## src/core_config.svh

```systemverilog
// global sizing macros for the core; XLEN and NUM_REGS are assumed to stay 32 as port widths depend on it
`ifndef CORE_CONFIG_SVH
`define CORE_CONFIG_SVH

// ----------------------------------------------------------------------
// datapath sizing
// ----------------------------------------------------------------------

// width of registers, ALU and data memory words
`define XLEN		32

// architectural registers incl. hard-wired x0
`define NUM_REGS	32

// ----------------------------------------------------------------------
// data memory
// ----------------------------------------------------------------------

// word count of stage-4 data memory, must be a power of two
`define DMEM_WORDS	64

`endif

```

## src/register_file.sv

```systemverilog
// single write port, no read ports; the whole file leaves as one flat vector with x0 in the lowest word
`include "core_config.svh"

module register_file (
	input	logic								clk_i,
	input	logic								rst_n_i,
	input	logic								we_i,		// write strobe from writeback
	input	logic	[$clog2(`NUM_REGS)-1:0]		waddr_i,
	input	logic	[`XLEN-1:0]					wdata_i,
	output	logic	[`NUM_REGS*`XLEN-1:0]		rf_vec_o	// reg k at bits 32*k+31:32*k
);

// ----------------------------------------------------------------------
// storage
// ----------------------------------------------------------------------

// x0 has no storage at all
logic	[`XLEN-1:0]	regs	[1:`NUM_REGS-1];

always_ff @(posedge clk_i or negedge rst_n_i) begin
	if (!rst_n_i) begin
		for (int i = 1; i < `NUM_REGS; i++) begin
			regs[i] <= '0;
		end
	end else if (we_i && (waddr_i != '0)) begin	// writes to x0 dropped
		regs[waddr_i] <= wdata_i;
	end
end

// ----------------------------------------------------------------------
// flatten onto the output vector
// ----------------------------------------------------------------------

assign rf_vec_o[`XLEN-1:0] = '0;	// x0 reads as zero

genvar k;
generate
	for (k = 1; k < `NUM_REGS; k++) begin : g_rf_pack
		assign rf_vec_o[`XLEN*k +: `XLEN] = regs[k];
	end
endgenerate

endmodule

```

## config.mk

```make
export PLATFORM = sky130hd
export DESIGN_NAME = register_file
export DESIGN_NICKNAME = d
export VERILOG_FILES = /design/src/register_file.sv
export VERILOG_INCLUDE_DIRS = /design/src
export SDC_FILE = /design/constraint.sdc
export NUM_CORES = 1
export LEC_CHECK = 0
export BUFFER_PORTS_ARGS = -buffer_cell sky130_fd_sc_hd__buf_4
export CAP_MARGIN = 40
export CORE_AREA = 2 2 417 419
export CTS_CLUSTER_DIAMETER = 120
export DETAILED_ROUTE_END_ITERATION = 6
export DIE_AREA = 0 0 419 421
export PLACE_DENSITY = 0.39
export SLEW_MARGIN = 15
export SYNTH_ARGS = -nofsm -noshare
export SYNTH_HDL_FRONTEND = slang
export SYNTH_SLANG_ARGS = --single-unit
```

## constraint.sdc

```tcl
create_clock -name clk_i -period 1.21 [get_ports clk_i]
set_clock_uncertainty 0.15 [all_clocks]
set_input_delay 0.121 -clock clk_i [delete_from_list [all_inputs] [get_ports clk_i]]
set_output_delay 0.121 -clock clk_i [all_outputs]
set_load 0.02 [all_outputs]
```

==> impl_results.md <==
- MaxCap Viol Count: 0
- Netlist cell types: 20
- Worst hold path type: in2reg
- Fill count: 17100
- Initial antenna violation count: 7
- Slew headroom: 0.535
- CTS Buf Count: 117
- Hold Violations, Final: 39
- Final WL: 156 mm
- Synth-to-Final Area Change: 55.7%
- Worst R2R End: rf_vec_o[837]
- Multi-input combinational cell area: 11800 um2
- RSZ-0062 raised after global routing: true
- Root Driver: clkbuf_16
- Max Clk Rate: 608 MHz
- WL/cell: 26.2 um
- Post-CTS Hold Buffers: 38
- Share of the synthesized area in the top cell type: 0.664
- Vias in the first global route: 25400
- Most frequent cells in the layout: 992 x buf_6, 991 x dfrtp_1, 949 x mux2_2
- Layout cells sized above 1: 0.687
- #FFs+latches synth: 992
- Worst R2R Setup Slack: 0.04 ns
- Worst-path clk slew: 0.06 ns
- Tot Pwr: 116 mW
- PortBufs: 1031
- Mapped Area: 37400 um2
- Seq/Total Area, Yosys: 0.664
- Commonest non-fill, non-tap cell in the layout: buf_6
- Final ANT Viol Nets: 0
- I/O pin total: 1064
- Detailed-route vias per instance: 4.07
- CP Capture Type: output port
- Synth top area cells: dfrtp_1 66%, mux2_2 29%, buf_2 1.2%
- Clk buf depth: 3
- First-pass GRT wire length: 216 mm
- Worst VDD drop: 1.21 mV
- Critical Path AT: 1.37 ns
- Max incr delay on CP: 0.48 ns
- CP endpoint: rf_vec_o[799]
- Clk Latency, worst-skew pair: 0.73 ns
- Initial DRC count: 850
- Core area: 172000 um2
- Stages on the worst setup path: 1
- Bufs and invs on worst path: 1
- Critical Path Start: rf_vec_o[799]
- Crit Path Class: reg2out
- Setup violations, final: 1035
- CP max stage cell: dfrtp_2
- Hold Slack: -0.0873 ns
- TritonCTS clock tree: built
- Cells on worst reg2reg path: 3
- Core Rows: 153
- Final WS setup: -0.435 ns
- Crit path max-delay family: flip-flops
- Die area: 176000 um2
- LEAKAGE: 27.6 nW
- Area leader, netlist: dfrtp_1
- DP HPWL: 109 mm
- # DRC: 0
- Post-place setup slack: -0.863 ns
- Min Tclk post-route: 1.65 ns
- Largest net degree at the start of global routing: 66
- PwrDens: 1990 nW/um2
- Sequential Area: 24800 um2
- Hold depth: 4
- YS warnings: 0
- Crit path required time: 0.94 ns
- Nets: 3542
- Startpoint types: flop
- Syn Area/Cell: 16.6 um2
- TritonCTS Sinks: 992
- Final period utilization: 1.36
- Critical-path maximum fanout: 2
- Total gr overflow: 0
- Starting density of the core: 0.217
- Cell count after synthesis: 2256
- GPL Wtd Cong: 0.739
- Die Ht: 421 um
- Via count: 24100
- Critical path cell sequence: buf_6
- Reg-to-reg critical path startpoint: rf_vec_o[837]
- GRT Util Overall: 0.174
- Max Slew Vio Count: 0
- Max reg flops: 992
- Violated checks: negative hold slack, negative setup slack
- Outcome: finished, violations left
- Htree depth: 3
- Drt pass-1 iters: 4
- Worst-Margin Slew: 0.697 ns
- Chip width: 419 um
worst min-delay path by stage:
stage	slack (ns)	startpoint	end
2_1_floorplan	-0.32	rst_n_i	rf_vec_o[1000]
3_3_place_gp	0.01	rst_n_i	rf_vec_o[918]
3_5_place_dp	0.02	rst_n_i	rf_vec_o[918]
4_1_cts	-0.17	waddr_i[0]	rf_vec_o[213]
5_1_grt	-0.11	waddr_i[0]	rf_vec_o[213]
6_report	-0.09	waddr_i[0]	rf_vec_o[213]
routing by layer:
metal	part of all wire	routed length [um]	track usage	vias to the layer above
met2	0.52	81500	0.313	699
met1	0.38	58400	0.194	12900
li1	-	-	-	10300
met3	0.075	11700	0.0560	179
met5	0	0	0	-
met4	0.026	4050	0.0506	0
where the power goes:
| group | switching [mW] | internal, mW | total [mW] |
|---|---|---|---|
| sequential | 4.63 | 39.7 | 44.3 |
| clock | 14.7 | 21.4 | 36.1 |
| combinational | 17.5 | 18.1 | 35.5 |
| total | 36.8 | 79.2 | 116 |
repair_timing:
item / 4_1_cts / 5_1_grt
setup buffers: 62 / 40
endpoints found under the hold margin: 1984 / 50
endpoints found under the setup margin: 992 / 1984
gates resized for setup: 993 / 3
synth_stat cells (all sizes together):
cell / number
nand2b: 2
nor2b: 2
nor4b: 1
nand4: 1
dfrtp: 992
nand3: 4
buf: 129
nand2: 12
nand4b: 3
and4bb: 3
nor3: 1
or3: 3
conb: 1
clkbuf: 97
mux2: 992
nor2: 13
per-stage QoR:
stage          TNS (ns)  utilization  instance area [um2]  instances  hold WS [ns]
2_1_floorplan   -190.90            -                37700       2287        -0.325
3_3_place_gp    -555.76        0.287                49400       5567        0.0125
3_5_place_dp    -551.33        0.287                49400       5567        0.0157
4_1_cts         -813.95        0.336                57900       5882        -0.174
5_1_grt         -419.53        0.337                58200       5925        -0.112
6_report        -337.40        0.338                58200       5928       -0.0873
cells by family (layout without fill, tap and decap cells):
group	count (synthesis)	in the layout	share of synthesized area
buf+inv	226	1537	0.0306
flops	992	992	0.664
mux	992	992	0.299
other cells	1	37	0.000100
simple gates	45	45	0.00676
layout make-up:
cell class                 count  area share
antenna                        5    0.000215
clock buffer                 185      0.0595
clock inverter                30     0.00705
multi-input combinational   1069       0.203
sequential                   992       0.426
tap                         2325      0.0500
timing repair buffer        1322       0.254
Note: power is estimated with default switching activity, not from simulation.
