`config.mk`:
```
export PLATFORM = sky130hd
export DESIGN_NAME = execute_unit
export DESIGN_NICKNAME = d
export VERILOG_FILES = /design/src/core_pkg.sv /design/src/execute_unit.sv
export VERILOG_INCLUDE_DIRS = /design/src
export SDC_FILE = /design/constraint.sdc
export NUM_CORES = 1
export LEC_CHECK = 0
export BUFFER_PORTS_ARGS = -buffer_cell sky130_fd_sc_hd__buf_2
export CAP_MARGIN = 30
export CORE_ASPECT_RATIO = 1.2
export CORE_UTILIZATION = 40
export DETAILED_ROUTE_END_ITERATION = 16
export GPL_TIMING_DRIVEN = 0
export PLACE_DENSITY = 0.71
export SLEW_MARGIN = 25
export SYNTH_ARGS = -nofsm -noshare
export SYNTH_HDL_FRONTEND = slang
export SYNTH_SLANG_ARGS = --single-unit
```
`constraint.sdc`:
```
create_clock -name clk_i -period 5 [get_ports clk_i]
set_input_delay 0.25 -clock clk_i [delete_from_list [all_inputs] [get_ports clk_i]]
set_output_delay 0.25 -clock clk_i [all_outputs]
set_load 0.005 [all_outputs]
```
`src/core_config.svh`:
```
// global sizing macros for the core; XLEN and NUM_REGS are assumed to stay 32 as port widths depend on it
`ifndef CORE_CONFIG_SVH
`define CORE_CONFIG_SVH

// ----------------------------------------------------------------------
// datapath sizing
// ----------------------------------------------------------------------

// width of registers, ALU and data memory words
`define XLEN		32

// architectural registers incl. hard-wired x0
`define NUM_REGS	32

// ----------------------------------------------------------------------
// data memory
// ----------------------------------------------------------------------

// word count of stage-4 data memory, must be a power of two
`define DMEM_WORDS	64

`endif

```
`src/core_pkg.sv`:
```
// shared enums only; encodings for fetch and branch ops are not part of this core
package core_pkg;

	// ----------------------------------------------------------------------
	// operation encodings
	// ----------------------------------------------------------------------

	// ENC_NONE doubles as the idle slot and the stall bubble
	typedef enum logic [3:0] {
		ENC_NONE		= 4'd0,	// no operation
		ENC_LUI			= 4'd1,	// rd <= imm, no source regs
		ENC_ARITH		= 4'd2,	// rd <= rs1 op rs2
		ENC_ARITH_IMM	= 4'd3,	// rd <= rs1 op imm
		ENC_LOAD		= 4'd4,	// rd <= mem[rs1 + imm]
		ENC_STORE		= 4'd5	// mem[rs1 + imm] <= rs2
	} op_enc_e;

	// ----------------------------------------------------------------------
	// alu functions
	// ----------------------------------------------------------------------

	typedef enum logic [2:0] {
		ALU_ADD	= 3'd0,
		ALU_SUB	= 3'd1,
		ALU_AND	= 3'd2,
		ALU_OR	= 3'd3,
		ALU_XOR	= 3'd4,
		ALU_SLT	= 3'd5,	// signed compare, result is 0 or 1
		ALU_SLL	= 3'd6,	// shift amount from low 5 bits
		ALU_SRL	= 3'd7	// logical, zero fill
	} alu_op_e;

endpackage

```
`src/execute_unit.sv`:
```
// one register stage in front of the ALU; a stall turns the captured op into a bubble
`include "core_config.svh"

module execute_unit
	import core_pkg::*;
(
	input	logic								clk_i,
	input	logic								rst_n_i,
	input	op_enc_e							enc_i,
	input	alu_op_e							alu_i,
	input	logic	[$clog2(`NUM_REGS)-1:0]		rd_i,
	input	logic	[`XLEN-1:0]					imm_i,
	input	logic	[`XLEN-1:0]					op1_i,		// forwarded rs1 value
	input	logic	[`XLEN-1:0]					op2_i,		// forwarded rs2 value
	input	logic								stall_i,	// load-use, drop the issue op
	output	op_enc_e							s3_enc_o,
	output	logic	[$clog2(`NUM_REGS)-1:0]		s3_rd_o,
	output	logic	[`XLEN-1:0]					s3_result_o,	// alu result or mem address
	output	logic	[`XLEN-1:0]					s3_store_data_o
);

alu_op_e			alu_q;
logic	[`XLEN-1:0]	imm_q;
logic	[`XLEN-1:0]	op1_q;
logic	[`XLEN-1:0]	op2_q;
logic	[`XLEN-1:0]	alu_b;		// second alu operand
logic	[`XLEN-1:0]	alu_res;

// ----------------------------------------------------------------------
// stage 3 registers
// ----------------------------------------------------------------------

always_ff @(posedge clk_i or negedge rst_n_i) begin
	if (!rst_n_i) begin
		s3_enc_o <= ENC_NONE;
	end else begin
		s3_enc_o <= stall_i ? ENC_NONE : enc_i;	// bubble while stalled
	end
end

// payload follows the issue port every cycle
always_ff @(posedge clk_i) begin
	alu_q	<= alu_i;
	s3_rd_o	<= rd_i;
	imm_q	<= imm_i;
	op1_q	<= op1_i;
	op2_q	<= op2_i;
end

// ----------------------------------------------------------------------
// alu
// ----------------------------------------------------------------------

assign alu_b = (s3_enc_o == ENC_ARITH_IMM) ? imm_q : op2_q;

always_comb begin
	case (alu_q)
		ALU_ADD:	alu_res = op1_q + alu_b;
		ALU_SUB:	alu_res = op1_q - alu_b;
		ALU_AND:	alu_res = op1_q & alu_b;
		ALU_OR:		alu_res = op1_q | alu_b;
		ALU_XOR:	alu_res = op1_q ^ alu_b;
		ALU_SLT:	alu_res = {{(`XLEN-1){1'b0}}, ($signed(op1_q) < $signed(alu_b))};
		ALU_SLL:	alu_res = op1_q << alu_b[4:0];
		ALU_SRL:	alu_res = op1_q >> alu_b[4:0];
		default:	alu_res = '0;
	endcase
end

// result mux per encoding
always_comb begin
	case (s3_enc_o)
		ENC_LUI:					s3_result_o = imm_q;
		ENC_ARITH, ENC_ARITH_IMM:	s3_result_o = alu_res;
		ENC_LOAD, ENC_STORE:		s3_result_o = op1_q + imm_q;	// effective address
		default:					s3_result_o = '0;
	endcase
end

assign s3_store_data_o = op2_q;	// rs2 for stores

endmodule

```
==> summary.md <==
| Metric | Value |
|---|---|
| Status | finished with violations |
| Failing checks | negative setup slack |
| Setup TNS | -0.589 ns |
| Final Worst Setup Slack | -0.167 ns |
| Routed WL per cell | 32.3 µm |
| Die Width | 164 µm |
| Layout area overhead | 39.5% |
| Mean Syn Cell Area | 7.59 µm² |
| Main synth FF type | dfxtp_1 |
| Launch point of the worst path | op1_q[1] |
| Fin crit share | 1.03 |
| Post-Syn Instances | 1663 |
| Slew @ Worst Pin | 1.13 ns |
| Initial antenna violation count | 4 |
| WHS Path Cells | 2 |
| Synthesized Nets | 1897 |
| Hold path endpoint | s3_enc_o[1] |
| IO Pins | 184 |
| Slew HR | 0.247 |
| Placeable Area | 0.0307 mm² |
| Htree depth | 3 |
| Drt total wl | 78700 µm |
| Min-delay src | stall_i |
| Pleak | 7.78 nW |
| Crit path kind | reg -> out |
| Full die area | 0.0323 mm² |
| Remaining DRCs | 0 |
| Peak Freq | 194 MHz |
| Clock tree buffer depth | 2 |
| Overall global routing resource usage | 0.475 |
| Final hold vios | 0 |
| First-pass GRT wire length | 108000 µm |
| CTS tree | done |
| Max_cap viols | 0 |
| Total grt overflow | 0 |
| Via count | 16000 |
| Distinct cell type count after synthesis | 80 |
| Register area | 0.00218 mm² |
| Pwr dens | 221 mW/mm² |
| GPL Wtd Cong | 1.07 |
| CTS buffer count | 9 |
| Sequential element share of the synthesized area | 0.173 |
| Post-synth EDFFs | 0 |
| Area of the multi-input gates | 0.0108 mm² |
| # rows | 70 |
| CTS sink cnt | 108 |
| Synth Register Bits | 108 |
| Root Driver | clkbuf_16 |
| Startpoint Class | register |
| Setup violations, final | 5 |
| Initial Utilization | 0.411 |
| Fin crit period | 5.17 ns |
| Clock transition at the registers of the reported paths | 0.08 ns |
| Cell area after synthesis | 0.0126 mm² |
| Dpl ws | -1.79 ns |
| Final nets | 2265 |
| Worst EP arrival | 4.92 ns |
| Max VDD drop | 0.167 mV |
| Final Slew Violations | 0 |
| Most frequent cells in the layout | buf_2 (194), mux2i_1 (125), nor2_1 (121) |
| Design area | 0.0176 mm² |
| RSZ-0062 raised after global routing | yes |
| Crit path max fanout | 9 |
| Worst Setup End Kind | output pin |
| Die Y | 197 µm |
| Iter 0 DRT Violations | 1815 |
| CP required | 4.75 ns |
| Fraction of layout cells with a size suffix above 1 | 0.260 |
| Vias per Instance | 6.58 |
| Vias in the first global route | 15400 |
| IO Port Bufs | 183 |
| Detailed Routing Iterations Pass 1 | 8 |
| Largest net degree at the start of global routing | 18 |
| Post-layout power | 0.00389 W |
| Placed inst area | 0.0142 mm² |
| Ys Warns | 0 |
| FFs w/ async S/R, synth | 0.0370 |
| Post-route antenna net violation count | 0 |
| Fillers | 2726 |
| Most common cell after layout, fill and taps aside | buf_2 |
| HPWL after DPL | 57900 µm |
| Worst Hold Class | in -> reg |
-- cell families after synthesis --
logic type | synth area share
fa+ha+maj | 0.123
xor+xnor | 0.0506
simple gates | 0.143
mux | 0.139
compound gates | 0.302
buf+inv | 0.0699
flops | 0.173
-- worst max path at each step --
stage                            to  cells after the start
floorplan           s3_result_o[28]                     18
global placement    s3_result_o[23]                     18
detailed placement  s3_result_o[31]                     19
CTS                 s3_result_o[30]                     20
global route        s3_result_o[29]                     21
finish              s3_result_o[29]                     12
-- synth_stat cells (all sizes together) (26+ instances only) --
cell type / instances / share of area
xnor2: 56 / 0.039
nor2: 129 / 0.038
dfxtp: 104 / 0.16
nand2: 114 / 0.034
inv: 117 / 0.035
clkbuf: 74 / 0.022
nand3: 36 / 0.014
buf: 32 / 0.013
o21ai: 123 / 0.049
ha: 121 / 0.12
a21o: 34 / 0.020
nor3: 26 / 0.010
a21oi: 143 / 0.057
mux2i: 136 / 0.11
o22ai: 33 / 0.016
mux2: 31 / 0.028
-- layout make-up --
cell class | count | area share
clock buffer | 11 | 0.0138
buffer | 93 | 0.0379
antenna | 2 | 0.000284
sequential | 108 | 0.124
tap | 396 | 0.0281
inverter | 117 | 0.0264
clock inverter | 5 | 0.00483
multi-input combinational | 1332 | 0.611
timing repair buffer | 370 | 0.154
-- stage by stage --
stage | util | instances | hold WS (ns)
after floorplan | - | 1663 | -0.0456
after global placement | 0.457 | 2242 | 0.0517
after detailed placement | 0.461 | 2251 | 0.0575
after CTS | 0.546 | 2397 | 0.0562
after global routing | 0.573 | 2432 | 0.0539
final | 0.573 | 2434 | 0.0562
-- power by group --
group / leakage [nW] / total (W) / switching, W / internal (W)
Combinational: 6.70 / 0.00208 / 0.00127 / 0.000810
Clock: 0.156 / 0.000837 / 0.000381 / 0.000456
Sequential: 0.927 / 0.000975 / 0.0000680 / 0.000907
-- layer usage --
| layer | part of all wire | global-route usage | wire, µm | vias to the layer above |
|---|---|---|---|---|
| met2 | 0.44 | 0.738 | 34900 | 1121 |
| met4 | 0.092 | 0.381 | 7200 | 2 |
| li1 | - | - | - | 6846 |
| met1 | 0.37 | 0.549 | 28700 | 7681 |
| met3 | 0.099 | 0.124 | 7800 | 354 |
| met5 | 0.00014 | 0 | 11 | - |
-- state kept, by name, indices dropped and copies added, names as in the netlist --
register	cells
op1_q	32
alu_q	3
s3_store_data_o	32
imm_q	32
s3_rd_o	5
s3_enc_o	4
-- worst max-delay path: stages, from the launching register on --
cell	delay, ns
dfxtp_1	0.66
ha_1	0.25
a21o_1	0.18
a21oi_1	0.13
o21bai_1	0.31
a31oi_1	0.36
o31ai_2	1.01
a211oi_1	0.39
o31ai_1	0.43
xnor2_1	0.18
o21ai_0	0.09
or3_1	0.38
buf_2	0.14
-- what timing repair did --
item / 4_1_cts / 5_1_grt
resized for setup: 226 / 126
endpoints found under the hold margin: 108 / 0
endpoints found under the setup margin: 32 / 27
pin swaps: 42 / 59
buffers inserted: 34 / 32
hold buffers: 105 / 0
cloned: 1 / 1
Note: power is estimated with default switching activity, not from simulation.
