## src/core_config.svh

```systemverilog
// global sizing macros for the core; XLEN and NUM_REGS are assumed to stay 32 as port widths depend on it
`ifndef CORE_CONFIG_SVH
`define CORE_CONFIG_SVH

// ----------------------------------------------------------------------
// datapath sizing
// ----------------------------------------------------------------------

// width of registers, ALU and data memory words
`define XLEN		32

// architectural registers incl. hard-wired x0
`define NUM_REGS	32

// ----------------------------------------------------------------------
// data memory
// ----------------------------------------------------------------------

// word count of stage-4 data memory, must be a power of two
`define DMEM_WORDS	64

`endif

```

## src/core_pkg.sv

```systemverilog
// shared enums only; encodings for fetch and branch ops are not part of this core
package core_pkg;

	// ----------------------------------------------------------------------
	// operation encodings
	// ----------------------------------------------------------------------

	// ENC_NONE doubles as the idle slot and the stall bubble
	typedef enum logic [3:0] {
		ENC_NONE		= 4'd0,	// no operation
		ENC_LUI			= 4'd1,	// rd <= imm, no source regs
		ENC_ARITH		= 4'd2,	// rd <= rs1 op rs2
		ENC_ARITH_IMM	= 4'd3,	// rd <= rs1 op imm
		ENC_LOAD		= 4'd4,	// rd <= mem[rs1 + imm]
		ENC_STORE		= 4'd5	// mem[rs1 + imm] <= rs2
	} op_enc_e;

	// ----------------------------------------------------------------------
	// alu functions
	// ----------------------------------------------------------------------

	typedef enum logic [2:0] {
		ALU_ADD	= 3'd0,
		ALU_SUB	= 3'd1,
		ALU_AND	= 3'd2,
		ALU_OR	= 3'd3,
		ALU_XOR	= 3'd4,
		ALU_SLT	= 3'd5,	// signed compare, result is 0 or 1
		ALU_SLL	= 3'd6,	// shift amount from low 5 bits
		ALU_SRL	= 3'd7	// logical, zero fill
	} alu_op_e;

endpackage

```

## src/dependency_handler.sv

```systemverilog
// purely combinational; a load in stage 3 is never forwarded and only raises the stall flag
`include "core_config.svh"

module dependency_handler
	import core_pkg::*;
(
	input	op_enc_e							enc_i,			// op at the issue port
	input	op_enc_e							s3_enc_i,
	input	op_enc_e							s4_enc_i,
	input	logic	[`NUM_REGS*`XLEN-1:0]		rf_vec_i,		// flat register file
	input	logic	[$clog2(`NUM_REGS)-1:0]		src1_i,
	input	logic	[$clog2(`NUM_REGS)-1:0]		src2_i,
	input	logic	[$clog2(`NUM_REGS)-1:0]		s3_rd_i,		// dest of op in execute
	input	logic	[$clog2(`NUM_REGS)-1:0]		s4_rd_i,		// dest of op in memory stage
	input	logic	[`XLEN-1:0]					s3_data_i,
	input	logic	[`XLEN-1:0]					s4_data_i,
	output	logic								stall_o,		// load-use hazard on either source
	output	logic	[`XLEN-1:0]					src1_operand_o,
	output	logic	[`XLEN-1:0]					src2_operand_o
);

logic	src1_stall;
logic	src2_stall;

assign stall_o = src1_stall | src2_stall;

// ----------------------------------------------------------------------
// one checker per source operand
// ----------------------------------------------------------------------

src_dependency_handler #(
	.SRC			(1)
) i_src1_dep (
	.enc_i			(enc_i),
	.s3_enc_i		(s3_enc_i),
	.s4_enc_i		(s4_enc_i),
	.rf_vec_i		(rf_vec_i),
	.src_i			(src1_i),
	.s3_rd_i		(s3_rd_i),
	.s4_rd_i		(s4_rd_i),
	.s3_data_i		(s3_data_i),
	.s4_data_i		(s4_data_i),
	.stall_o		(src1_stall),
	.src_operand_o	(src1_operand_o)
);

src_dependency_handler #(
	.SRC			(2)
) i_src2_dep (
	.enc_i			(enc_i),
	.s3_enc_i		(s3_enc_i),
	.s4_enc_i		(s4_enc_i),
	.rf_vec_i		(rf_vec_i),
	.src_i			(src2_i),
	.s3_rd_i		(s3_rd_i),
	.s4_rd_i		(s4_rd_i),
	.s3_data_i		(s3_data_i),
	.s4_data_i		(s4_data_i),
	.stall_o		(src2_stall),
	.src_operand_o	(src2_operand_o)
);

endmodule

// ----------------------------------------------------------------------
// per-source forwarding and stall decision
// ----------------------------------------------------------------------

module src_dependency_handler
	import core_pkg::*;
#(
	parameter int SRC = 1	// 1 selects rs1 rules, 2 selects rs2 rules
) (
	input	op_enc_e							enc_i,
	input	op_enc_e							s3_enc_i,
	input	op_enc_e							s4_enc_i,
	input	logic	[`NUM_REGS*`XLEN-1:0]		rf_vec_i,
	input	logic	[$clog2(`NUM_REGS)-1:0]		src_i,
	input	logic	[$clog2(`NUM_REGS)-1:0]		s3_rd_i,
	input	logic	[$clog2(`NUM_REGS)-1:0]		s4_rd_i,
	input	logic	[`XLEN-1:0]					s3_data_i,
	input	logic	[`XLEN-1:0]					s4_data_i,
	output	logic								stall_o,
	output	logic	[`XLEN-1:0]					src_operand_o
);

logic	[`XLEN-1:0]	rf	[`NUM_REGS];	// unpacked register view
logic				src_used;			// op really reads this source
logic				s3_has_rd;			// stage 3 op produces a register value
logic				s4_has_rd;

genvar k;
generate
	for (k = 0; k < `NUM_REGS; k++) begin : g_rf_unpack
		assign rf[k] = rf_vec_i[`XLEN*k +: `XLEN];
	end
endgenerate

// stores and bubbles carry no destination
assign s3_has_rd = (s3_enc_i != ENC_NONE) && (s3_enc_i != ENC_STORE);
assign s4_has_rd = (s4_enc_i != ENC_NONE) && (s4_enc_i != ENC_STORE);

always_comb begin
	src_used = 1'b1;
	if (src_i == '0)															src_used = 1'b0;
	else if (enc_i == ENC_NONE)													src_used = 1'b0;
	else if (enc_i == ENC_LUI)													src_used = 1'b0;	// no sources
	else if ((SRC == 2) && (enc_i == ENC_ARITH_IMM || enc_i == ENC_LOAD))		src_used = 1'b0;	// imm form
end

always_comb begin
	stall_o			= 1'b0;
	src_operand_o	= rf[src_i];	// default straight from register file
	if (src_used) begin
		// older result first, stage 3 overrides below
		if ((src_i == s4_rd_i) && s4_has_rd) begin
			src_operand_o = s4_data_i;
		end
		if ((src_i == s3_rd_i) && s3_has_rd) begin
			if (s3_enc_i == ENC_LOAD) begin
				stall_o = 1'b1;				// load data only exists in stage 4
			end else begin
				src_operand_o = s3_data_i;
			end
		end
	end
end

endmodule

```

## config.mk

```make
export PLATFORM = sky130hd
export DESIGN_NAME = dependency_handler
export DESIGN_NICKNAME = d
export VERILOG_FILES = /design/src/core_pkg.sv /design/src/dependency_handler.sv
export VERILOG_INCLUDE_DIRS = /design/src
export SDC_FILE = /design/constraint.sdc
export NUM_CORES = 1
export LEC_CHECK = 0
export BUFFER_PORTS_ARGS = -buffer_cell sky130_fd_sc_hd__buf_4
export CAP_MARGIN = 30
export CELL_PAD_IN_SITES_DETAIL_PLACEMENT = 0
export CELL_PAD_IN_SITES_GLOBAL_PLACEMENT = 2
export CORE_AREA = 3 3 459 461
export DETAILED_ROUTE_END_ITERATION = 8
export DIE_AREA = 0 0 462 464
export GPL_TIMING_DRIVEN = 0
export PLACE_DENSITY_LB_ADDON = 0.1
export SYNTH_ARGS = -nofsm -noshare
export SYNTH_HDL_FRONTEND = slang
export SYNTH_SLANG_ARGS = --single-unit
```

## constraint.sdc

```tcl
create_clock -name vclk -period 3.7
set_clock_uncertainty 0.1 [all_clocks]
set_input_delay 0.555 -clock vclk [all_inputs]
set_output_delay 0.555 -clock vclk [all_outputs]
set_load 0.01 [all_outputs]
```

==> reports/qor.csv <==
metric,value,unit
status,completed,
yosys.area.top_type,mux4_2,
post-route-period-util,0.9965,
rsz0062_at_grt,false,
crit_type,input pin to output pin,
clock_buffer_count,0,
grt_max_degree,16,
hold_path_class,input pin to output pin,
track_usage,0.2148,
netlist_instances,1795,
maxCapViolCount,0,
slowest_stage,nand4_1,
detail_route.wl_per_cell,41.85,um
num_rows,167,
ir_worst_vdd,0.03371,mV
slowest_delay,450,ps
synth.top_cells.by_count,"mux4_2 (418), mux2i_1 (260), nand2_1 (246), o221ai_1 (121), clkbuf_1 (119)",
fmax,0.2712,GHz
crit_end,src2_operand_o[3],
yosysTopAreaCellShare,0.4989,
finalPower,5.360,mW
grt_pass1_vias,26610,
fin_hold_ws,1358,ps
gp_congestion,0.8023,
drt_first_iter_violations,1428,
syn_nets,2915,
die_h,464,um
ctsHoldBuffers,0,
path_common_cell,buf_4,
final_cells,5763,
regArea,0,um^2
drc,0,
nNetsFinal,4149,
grt_pass1_wl,300.6,mm
io_pins,1185,
n_sequential_cell,0,
synth_most_common_cell,mux4_2,
fill_cells,23380,
area_growth,81.46,%
path_max_fanout,10,
vias,24540,
final_util,0.1655,
viasPerCell,4.258,
cp_data_arrival_time,3030,ps
powerDensity,156.6,nW/um^2
die_w,462,um
slew_headroom,0.3516,
tightestPinTransition,972.7,ps
drt_wl_total,241.2,mm
antenna_found_initial,105,
drv_slew,0,
syn_area_per_cell,10.51,um^2
start_kind,input pin,
seq_area_frac_synth,0,
cp_num_buf_inv,5,
synth_area_leaders,"mux4_2 (50%), mux2i_1 (14%), o221ai_1 (5.6%)",
placedCellCount,5723,
numPortBuffers,1178,
cp.required,3040,ps
core,206900,um^2
overflow,0,
first_pass_iters,5,
syn-cell-area,18870,um^2
ant_nets,0,
cp_top_family,buffers and inverters,
cp-startpoint,src2_i[2],
crit_chain,buf_4 -> clkbuf_8 -> clkbuf_1 -> buf_8 -> mux4_2 -> nand2_1 -> nand4_1 -> a22o_1 -> buf_4,
post_synth_num_cell_types,52,
hold_viol_final,0,
leakagePower,13.51,nW
die_area,214400,um^2
crit_path_end_kind,output pin,
min_period,3687,ps
yosys_warnings,0,
finalSetupViolCount,0,
cp.depth,9,
drive_above_1_share,0.6597,
hpwl,215.3,mm
initial_core_util,0.09122,
## report_power, final
part / total, mW / switching [mW] / internal, mW
registers: 0 / 0 / 0
logic: 5.36 / 2.87 / 2.49
clock network: 0.00000104 / 0 / 0.00000104
total: 5.36 / 2.87 / 2.49
## cells by family after synthesis
logic type | synth area share
AO/OA/AOI/OAI | 0.2029
AND/OR/NAND/NOR | 0.08481
buffers and inverters | 0.06525
XOR/XNOR | 0.01021
multiplexers | 0.6368
## what timing repair did
action                                  CTS  global route
buffers inserted                          8             3
cloned                                    0             1
gates resized for setup                 504            43
pin swaps                                20             4
endpoints found under the setup margin   65            39
## stage by stage
stage / cell area (um^2) / setup WS, ps / TNS, ps
after floorplan: 18870 / 559.8 / 0
after CTS: 33920 / -40.43 / -87.49
final: 34240 / 13.11 / 0
after detailed placement: 31780 / -2167 / -98830
after global routing: 34190 / 2.858 / 0
after global placement: 31100 / -2616 / -143970
## worst min path at each step
stage / slack [ps] / depth (start not counted) / to / from
final: 1360 / 4 / src1_operand_o[12] / s4_data_i[12]
after detailed placement: 1340 / 4 / src1_operand_o[12] / s4_data_i[12]
after CTS: 1350 / 4 / src1_operand_o[12] / s4_data_i[12]
after global routing: 1360 / 4 / src1_operand_o[12] / s4_data_i[12]
after global placement: 1350 / 4 / src1_operand_o[12] / s4_data_i[12]
after floorplan: 1150 / 2 / src1_operand_o[0] / s4_data_i[0]
## layout make-up
class	count	area, um^2	area share
repair buffers	1236	9653	0.2819
plain buffers	236	2170	0.06336
multi-input cells	1520	18820	0.5497
inverters	35	131.4	0.003837
well taps	2704	3383	0.09881
diodes	32	80.08	0.002339
## worst min-delay path: stages
cell and delay [ps]:
buf_4 90, a32oi_1 60, o221ai_1 70, buf_4 130
## cell usage in the layout (no fill, tap or decap), types with 34 or more instances in the layout
cell,instances
a22oi_1,67
buf_8,64
o221ai_2,44
clkbuf_1,34
inv_1,34
nand2_1,245
mux2i_1,260
o221ai_1,61
buf_6,41
a22o_1,59
buf_4,1205
clkbuf_2,43
mux4_2,418
## per-layer routing
layer | routed length [um] | part of all wire | global-route usage
met1 | 93700 | 0.39 | 0.2493
met2 | 128400 | 0.53 | 0.4080
met3 | 15850 | 0.066 | 0.04895
met4 | 2751 | 0.011 | 0.02187
met5 | 423 | 0.0018 | 0
(Power assumes the default switching activity.)
