==> src/core_config.svh <==
// global sizing macros for the core; XLEN and NUM_REGS are assumed to stay 32 as port widths depend on it
`ifndef CORE_CONFIG_SVH
`define CORE_CONFIG_SVH

// ----------------------------------------------------------------------
// datapath sizing
// ----------------------------------------------------------------------

// width of registers, ALU and data memory words
`define XLEN		32

// architectural registers incl. hard-wired x0
`define NUM_REGS	32

// ----------------------------------------------------------------------
// data memory
// ----------------------------------------------------------------------

// word count of stage-4 data memory, must be a power of two
`define DMEM_WORDS	64

`endif

==> src/core_pkg.sv <==
// shared enums only; encodings for fetch and branch ops are not part of this core
package core_pkg;

	// ----------------------------------------------------------------------
	// operation encodings
	// ----------------------------------------------------------------------

	// ENC_NONE doubles as the idle slot and the stall bubble
	typedef enum logic [3:0] {
		ENC_NONE		= 4'd0,	// no operation
		ENC_LUI			= 4'd1,	// rd <= imm, no source regs
		ENC_ARITH		= 4'd2,	// rd <= rs1 op rs2
		ENC_ARITH_IMM	= 4'd3,	// rd <= rs1 op imm
		ENC_LOAD		= 4'd4,	// rd <= mem[rs1 + imm]
		ENC_STORE		= 4'd5	// mem[rs1 + imm] <= rs2
	} op_enc_e;

	// ----------------------------------------------------------------------
	// alu functions
	// ----------------------------------------------------------------------

	typedef enum logic [2:0] {
		ALU_ADD	= 3'd0,
		ALU_SUB	= 3'd1,
		ALU_AND	= 3'd2,
		ALU_OR	= 3'd3,
		ALU_XOR	= 3'd4,
		ALU_SLT	= 3'd5,	// signed compare, result is 0 or 1
		ALU_SLL	= 3'd6,	// shift amount from low 5 bits
		ALU_SRL	= 3'd7	// logical, zero fill
	} alu_op_e;

endpackage

==> src/memory_stage.sv <==
// word-addressed data memory using address bits above the byte offset; upper address bits are ignored
`include "core_config.svh"

module memory_stage
	import core_pkg::*;
(
	input	logic								clk_i,
	input	logic								rst_n_i,
	input	op_enc_e							s3_enc_i,
	input	logic	[$clog2(`NUM_REGS)-1:0]		s3_rd_i,
	input	logic	[`XLEN-1:0]					s3_result_i,		// alu result or address
	input	logic	[`XLEN-1:0]					s3_store_data_i,
	output	op_enc_e							s4_enc_o,
	output	logic	[$clog2(`NUM_REGS)-1:0]		s4_rd_o,
	output	logic	[`XLEN-1:0]					s4_data_o,			// load word or held result
	output	logic								wb_valid_o,
	output	logic	[$clog2(`NUM_REGS)-1:0]		wb_rd_o,
	output	logic	[`XLEN-1:0]					wb_data_o
);

localparam int MEM_AW = $clog2(`DMEM_WORDS);

logic	[`XLEN-1:0]		dmem	[`DMEM_WORDS];
logic	[`XLEN-1:0]		s4_result_q;
logic	[MEM_AW-1:0]	st_addr;		// store address from stage 3
logic	[MEM_AW-1:0]	ld_addr;		// load address held in stage 4

assign st_addr = s3_result_i[MEM_AW+1:2];
assign ld_addr = s4_result_q[MEM_AW+1:2];

// ----------------------------------------------------------------------
// data memory, written as the store leaves stage 3
// ----------------------------------------------------------------------

always_ff @(posedge clk_i or negedge rst_n_i) begin
	if (!rst_n_i) begin
		for (int i = 0; i < `DMEM_WORDS; i++) begin
			dmem[i] <= '0;
		end
	end else if (s3_enc_i == ENC_STORE) begin
		dmem[st_addr] <= s3_store_data_i;
	end
end

// ----------------------------------------------------------------------
// stage 4 registers
// ----------------------------------------------------------------------

always_ff @(posedge clk_i or negedge rst_n_i) begin
	if (!rst_n_i) s4_enc_o <= ENC_NONE;
	else          s4_enc_o <= s3_enc_i;
end

always_ff @(posedge clk_i) begin
	s4_rd_o		<= s3_rd_i;
	s4_result_q	<= s3_result_i;
end

assign s4_data_o = (s4_enc_o == ENC_LOAD) ? dmem[ld_addr] : s4_result_q;

// writeback only for ops with a real destination
assign wb_valid_o	= ((s4_enc_o == ENC_LUI) || (s4_enc_o == ENC_ARITH) ||
					   (s4_enc_o == ENC_ARITH_IMM) || (s4_enc_o == ENC_LOAD)) &&
					  (s4_rd_o != '0);
assign wb_rd_o		= s4_rd_o;
assign wb_data_o	= s4_data_o;

endmodule

==> config.mk <==
export PLATFORM = sky130hd
export DESIGN_NAME = memory_stage
export DESIGN_NICKNAME = d
export VERILOG_FILES = /design/src/core_pkg.sv /design/src/memory_stage.sv
export VERILOG_INCLUDE_DIRS = /design/src
export SDC_FILE = /design/constraint.sdc
export NUM_CORES = 2
export LEC_CHECK = 0
export ABC_CLOCK_PERIOD_IN_PS = 3400
export BUFFER_PORTS_ARGS = -buffer_cell sky130_fd_sc_hd__buf_2
export CORE_ASPECT_RATIO = 2
export CORE_MARGIN = 2
export CORE_UTILIZATION = 30
export DETAILED_ROUTE_END_ITERATION = 12
export PLACE_DENSITY = 0.53
export SYNTH_ARGS = -nofsm -noshare
export SYNTH_HDL_FRONTEND = slang
export SYNTH_SLANG_ARGS = --single-unit
==> constraint.sdc <==
create_clock -name clk_i -period 3.4 [get_ports clk_i]
set_input_delay 0.34 -clock clk_i [delete_from_list [all_inputs] [get_ports clk_i]]
set_output_delay 0.34 -clock clk_i [all_outputs]
set_load 0.005 [all_outputs]
==> impl_results.md <==
* Cell area after layout at between 0.1 and 0.15 sq mm
* Actual transition at the worst max-transition pin at 1.27 ns
* Leak Pwr at roughly 54 nW
* Global-route congestion overflow total at 0
* Average size of a mapped cell at about 16 sq um
* Total via count in the routed design at 55700
* Global-route usage over all layers at 0.201
* Post-synthesis instance area at ~0.094 sq mm
* Clk pwr share at 0.440
* Number of library cell types mapped by synthesis at 55
* Clock-pin transition on the worst setup and hold timing paths at approximately 0.06 ns
* WS Path Type: flop to output pin
* Status: complete, but fails checks
* Final-report max-slew violation count at 0
* Layout net count at 6457
* Unrepaired setup endpoints after global routing: true
* Final critical-path share of the clock period at 1.18
* Pwr Density at about 470 mW/mm^2
* Vias in the first global route at between 60000 and 70000
* Horizontal die dimension at 401 um
* Mapped Nets at roughly 6000
* Number of standard cells after synthesis at 5924
* DPL Wire Length at approximately 200 mm
* Max Fclk at 249 MHz
* Pin count of the biggest net entering global routing at between 100 and 150
* Post-detailed-route count of antenna-violating nets at 0
* Hold violation total from the final report at 0
* Final critical-path required period at 4.02 ns
* Highest fanout seen on the critical path at 6
* Sinks on Clock Net at about 2100
* Register share of total power at 0.478
* Port bufs at 153
* Critical path data arrival time at about 3.7 ns
* Number of flops mapped to enable cells by yosys at 0
* Cell type contributing the most total cell area after synthesis: sky130_fd_sc_hd__dfrtp_1
* Via-per-instance ratio at 5.22
* IR drop worst, VDD at approximately 0.44 mV
* Async set-reset flop share out of synthesis at 0.982
* Synthesis-stage register bit count at 2089
* Most common library cells after synthesis: sky130_fd_sc_hd__mux2_2, sky130_fd_sc_hd__dfrtp_1, sky130_fd_sc_hd__mux4_2, sky130_fd_sc_hd__clkbuf_1, sky130_fd_sc_hd__buf_1
* Critical path capture point type: output pin
* Kind of start point of the critical path: flop
* Routability Congestion at between 0.8 and 0.9
* Cell Area, Placed at around 0.1 sq mm
* Final design utilization at 0.365
* Clock buffers created by TritonCTS at between 200 and 250
* Worst skew pair latency at 0.90 ns
* Initial antenna violation count at 22
* Net switching share of the total power at 0.244
* Global-route wire length before repair at roughly 460 mm
* Failing checks: negative setup slack
* Req. time, crit path at roughly 3 ns
* Root Buffer Master: sky130_fd_sc_hd__clkbuf_16
* Number of max-cap violations at 0
* Maximum number of buffers from clock root to sink at 4
* Number of failing setup endpoints in the final timing report at 64
* Die area at approximately 0.32 sq mm
* # rows at about 290
* Post-layout worst setup margin at -0.621 ns
* Leading cell type by number of instances after synthesis: sky130_fd_sc_hd__mux2_2
* Total DRC errors in the routed layout at 0
* Final clock skew at 0 ns
* Per-cell routed wire length at roughly 30 um
* Sw Pwr at roughly 13 mW
* Clock tree from TritonCTS: yes
* Count of warnings emitted by yosys at 0
* CTS HTree Levels at 4
* Fraction of final layout cells sized beyond drive strength 1 at 0.624
* Dominant cells by area after synthesis: sky130_fd_sc_hd__dfrtp_1, sky130_fd_sc_hd__mux2_2, sky130_fd_sc_hd__mux4_2, sky130_fd_sc_hd__clkbuf_1, sky130_fd_sc_hd__mux2i_1
* DIE HEIGHT at ~800 um
* Initial core utilization at 0.301
* Total wire length after detailed routing at ~320 mm
* Total internal power at between 40 and 50 mW
* Worst rel slew slack at 0.154
* Type of the worst min-delay path: input port to async pin
* Drt first pass iters at 5
* Core Region at approximately 0.31 sq mm
* Power share of the combinational group at 0.083
* Top-level port count at 154
* Most instantiated flip-flop cell in the synthesis netlist: sky130_fd_sc_hd__dfrtp_1
* Fraction of synthesized cell area taken by the top area cell type at 0.544
* Post-synthesis to final-layout area growth at 21.4%
* DRC marker count from the first detailed-route iteration at 3301
* Sequential-to-total area share from yosys stat at 0.552
[power groups by stage]
stage	combinational, mW	sequential, mW	clock (mW)
2_1_floorplan	2.05	26.2	0
3_3_place_gp	3.82	26.3	0
3_5_place_dp	3.88	26.4	0
4_1_cts	4.44	25.9	24.5
5_1_grt	4.77	25.9	25.3
6_report	4.48	25.9	23.8
[metrics by stage]
| stage | setup WS, ns | hold WS [ns] | TNS (ns) | std cells | power, mW |
|---|---|---|---|---|---|
| finish | -0.621 | 0.0437 | -33.46 | 10700 | 54.2 |
| global route | -0.698 | 0.0651 | -38.20 | 10600 | 56.0 |
| CTS | -0.716 | 0.00595 | -40.32 | 10600 | 54.8 |
| detailed placement | -0.523 | 0.341 | -5.28 | 10000 | 30.3 |
| global placement | -0.520 | 0.327 | -5.34 | 10000 | 30.1 |
| floorplan | 0.643 | 0.0444 | 0 | 5924 | 28.3 |
[worst paths after layout]
kind / to / start / slack [ns] / cells past startpoint
max in group asynchronous: s4_enc_o[2] / rst_n_i / 1.95 / 3
min: dmem[50] / rst_n_i / 0.04 / 2
min reg2reg: dmem[1674] / dmem[1674] / 0.50 / 1
min in group clk_i: dmem[915] / s3_store_data_i[19] / 0.08 / 2
max: s4_data_o[18] / s4_result_q[4] / -0.62 / 10
max reg2reg: dmem[1971] / dmem[1971] / 2.59 / 1
[area by class of cell]
type / count / area [sq um]
Fill cell: 29500 / 199000
Timing Repair Buffer: 893 / 9500
Antenna cell: 7 / 17.5
Clock inverter: 71 / 847
Sequential cell: 2089 / 52100
Clock buffer: 297 / 6020
Multi-Input combinational cell: 3193 / 40900
Tap cell: 4102 / 5130
Inverter: 1 / 3.75
[repair_timing]
item,4_1_cts,5_1_grt
buffers inserted,121,77
resized for setup,380,111
pin swaps,71,53
gates cloned,20,4
endpoints found under the hold margin,785,0
endpoints found under the setup margin,64,64
hold buffers,43,0
[cell usage in the layout, fill, tap and decap left out, types with 8 or more instances in the layout]
cell                            instances
sky130_fd_sc_hd__buf_6                 93
sky130_fd_sc_hd__bufinv_16             15
sky130_fd_sc_hd__mux2i_1               79
sky130_fd_sc_hd__mux2_2              2124
sky130_fd_sc_hd__o22ai_4               12
sky130_fd_sc_hd__nand2_2               33
sky130_fd_sc_hd__nand2_1               22
sky130_fd_sc_hd__nor2_4                36
sky130_fd_sc_hd__clkbuf_1              38
sky130_fd_sc_hd__o22ai_2               22
sky130_fd_sc_hd__a22oi_1               36
sky130_fd_sc_hd__a211oi_4              13
sky130_fd_sc_hd__dfrtp_1             2052
sky130_fd_sc_hd__mux4_2               503
sky130_fd_sc_hd__clkinv_2              36
sky130_fd_sc_hd__a21oi_2               12
sky130_fd_sc_hd__o22ai_1               20
sky130_fd_sc_hd__buf_4                424
sky130_fd_sc_hd__nor2_1                21
sky130_fd_sc_hd__o221ai_2               8
sky130_fd_sc_hd__dfxtp_1               32
sky130_fd_sc_hd__a22o_1                16
sky130_fd_sc_hd__buf_12               136
sky130_fd_sc_hd__a22oi_2               20
sky130_fd_sc_hd__dlygate4sd3_1         43
sky130_fd_sc_hd__a21oi_1               19
sky130_fd_sc_hd__mux2_4                12
sky130_fd_sc_hd__buf_8                 25
sky130_fd_sc_hd__clkbuf_16            209
sky130_fd_sc_hd__a221o_1                9
sky130_fd_sc_hd__a221oi_2              12
sky130_fd_sc_hd__buf_2                134
sky130_fd_sc_hd__nor2b_1               10
sky130_fd_sc_hd__buf_16                28
sky130_fd_sc_hd__clkbuf_8              54
[state kept, by name, summed over array words and instances, names as in the netlist]
name and count:
dmem 2048, s4_enc_o 4, s4_rd_o 5, s4_result_q 32
[kinds of logic after synthesis]
| kind of cell | share of synthesized area |
|---|---|
| DFF | 0.552 |
| buffers and inverters | 0.0323 |
| AOI/OAI and AO/OA | 0.0199 |
| and+or+nand+nor | 0.0108 |
| xor gates and xnor gates | 0.0000929 |
| muxes | 0.385 |
[per-layer routing]
metal  up-vias  wire [um]  GRT usage
met5         -         71          0
met2      1265     173000      0.373
li1      22900          -          -
met1     30800     120000      0.224
met3       649      11100     0.0228
met4        14      19900      0.106
[worst max-delay path: stages, from the launching register on]
cell and delay (ns):
sky130_fd_sc_hd__dfxtp_4 0.42, sky130_fd_sc_hd__buf_12 0.17, sky130_fd_sc_hd__buf_16 0.14, sky130_fd_sc_hd__buf_12 0.11
sky130_fd_sc_hd__mux4_2 0.53, sky130_fd_sc_hd__mux4_2 0.49, sky130_fd_sc_hd__o22ai_2 0.13, sky130_fd_sc_hd__buf_6 0.17
sky130_fd_sc_hd__a211oi_4 0.07, sky130_fd_sc_hd__a221o_1 0.38, sky130_fd_sc_hd__buf_2 0.17
Note: power is estimated with default switching activity, not from simulation.
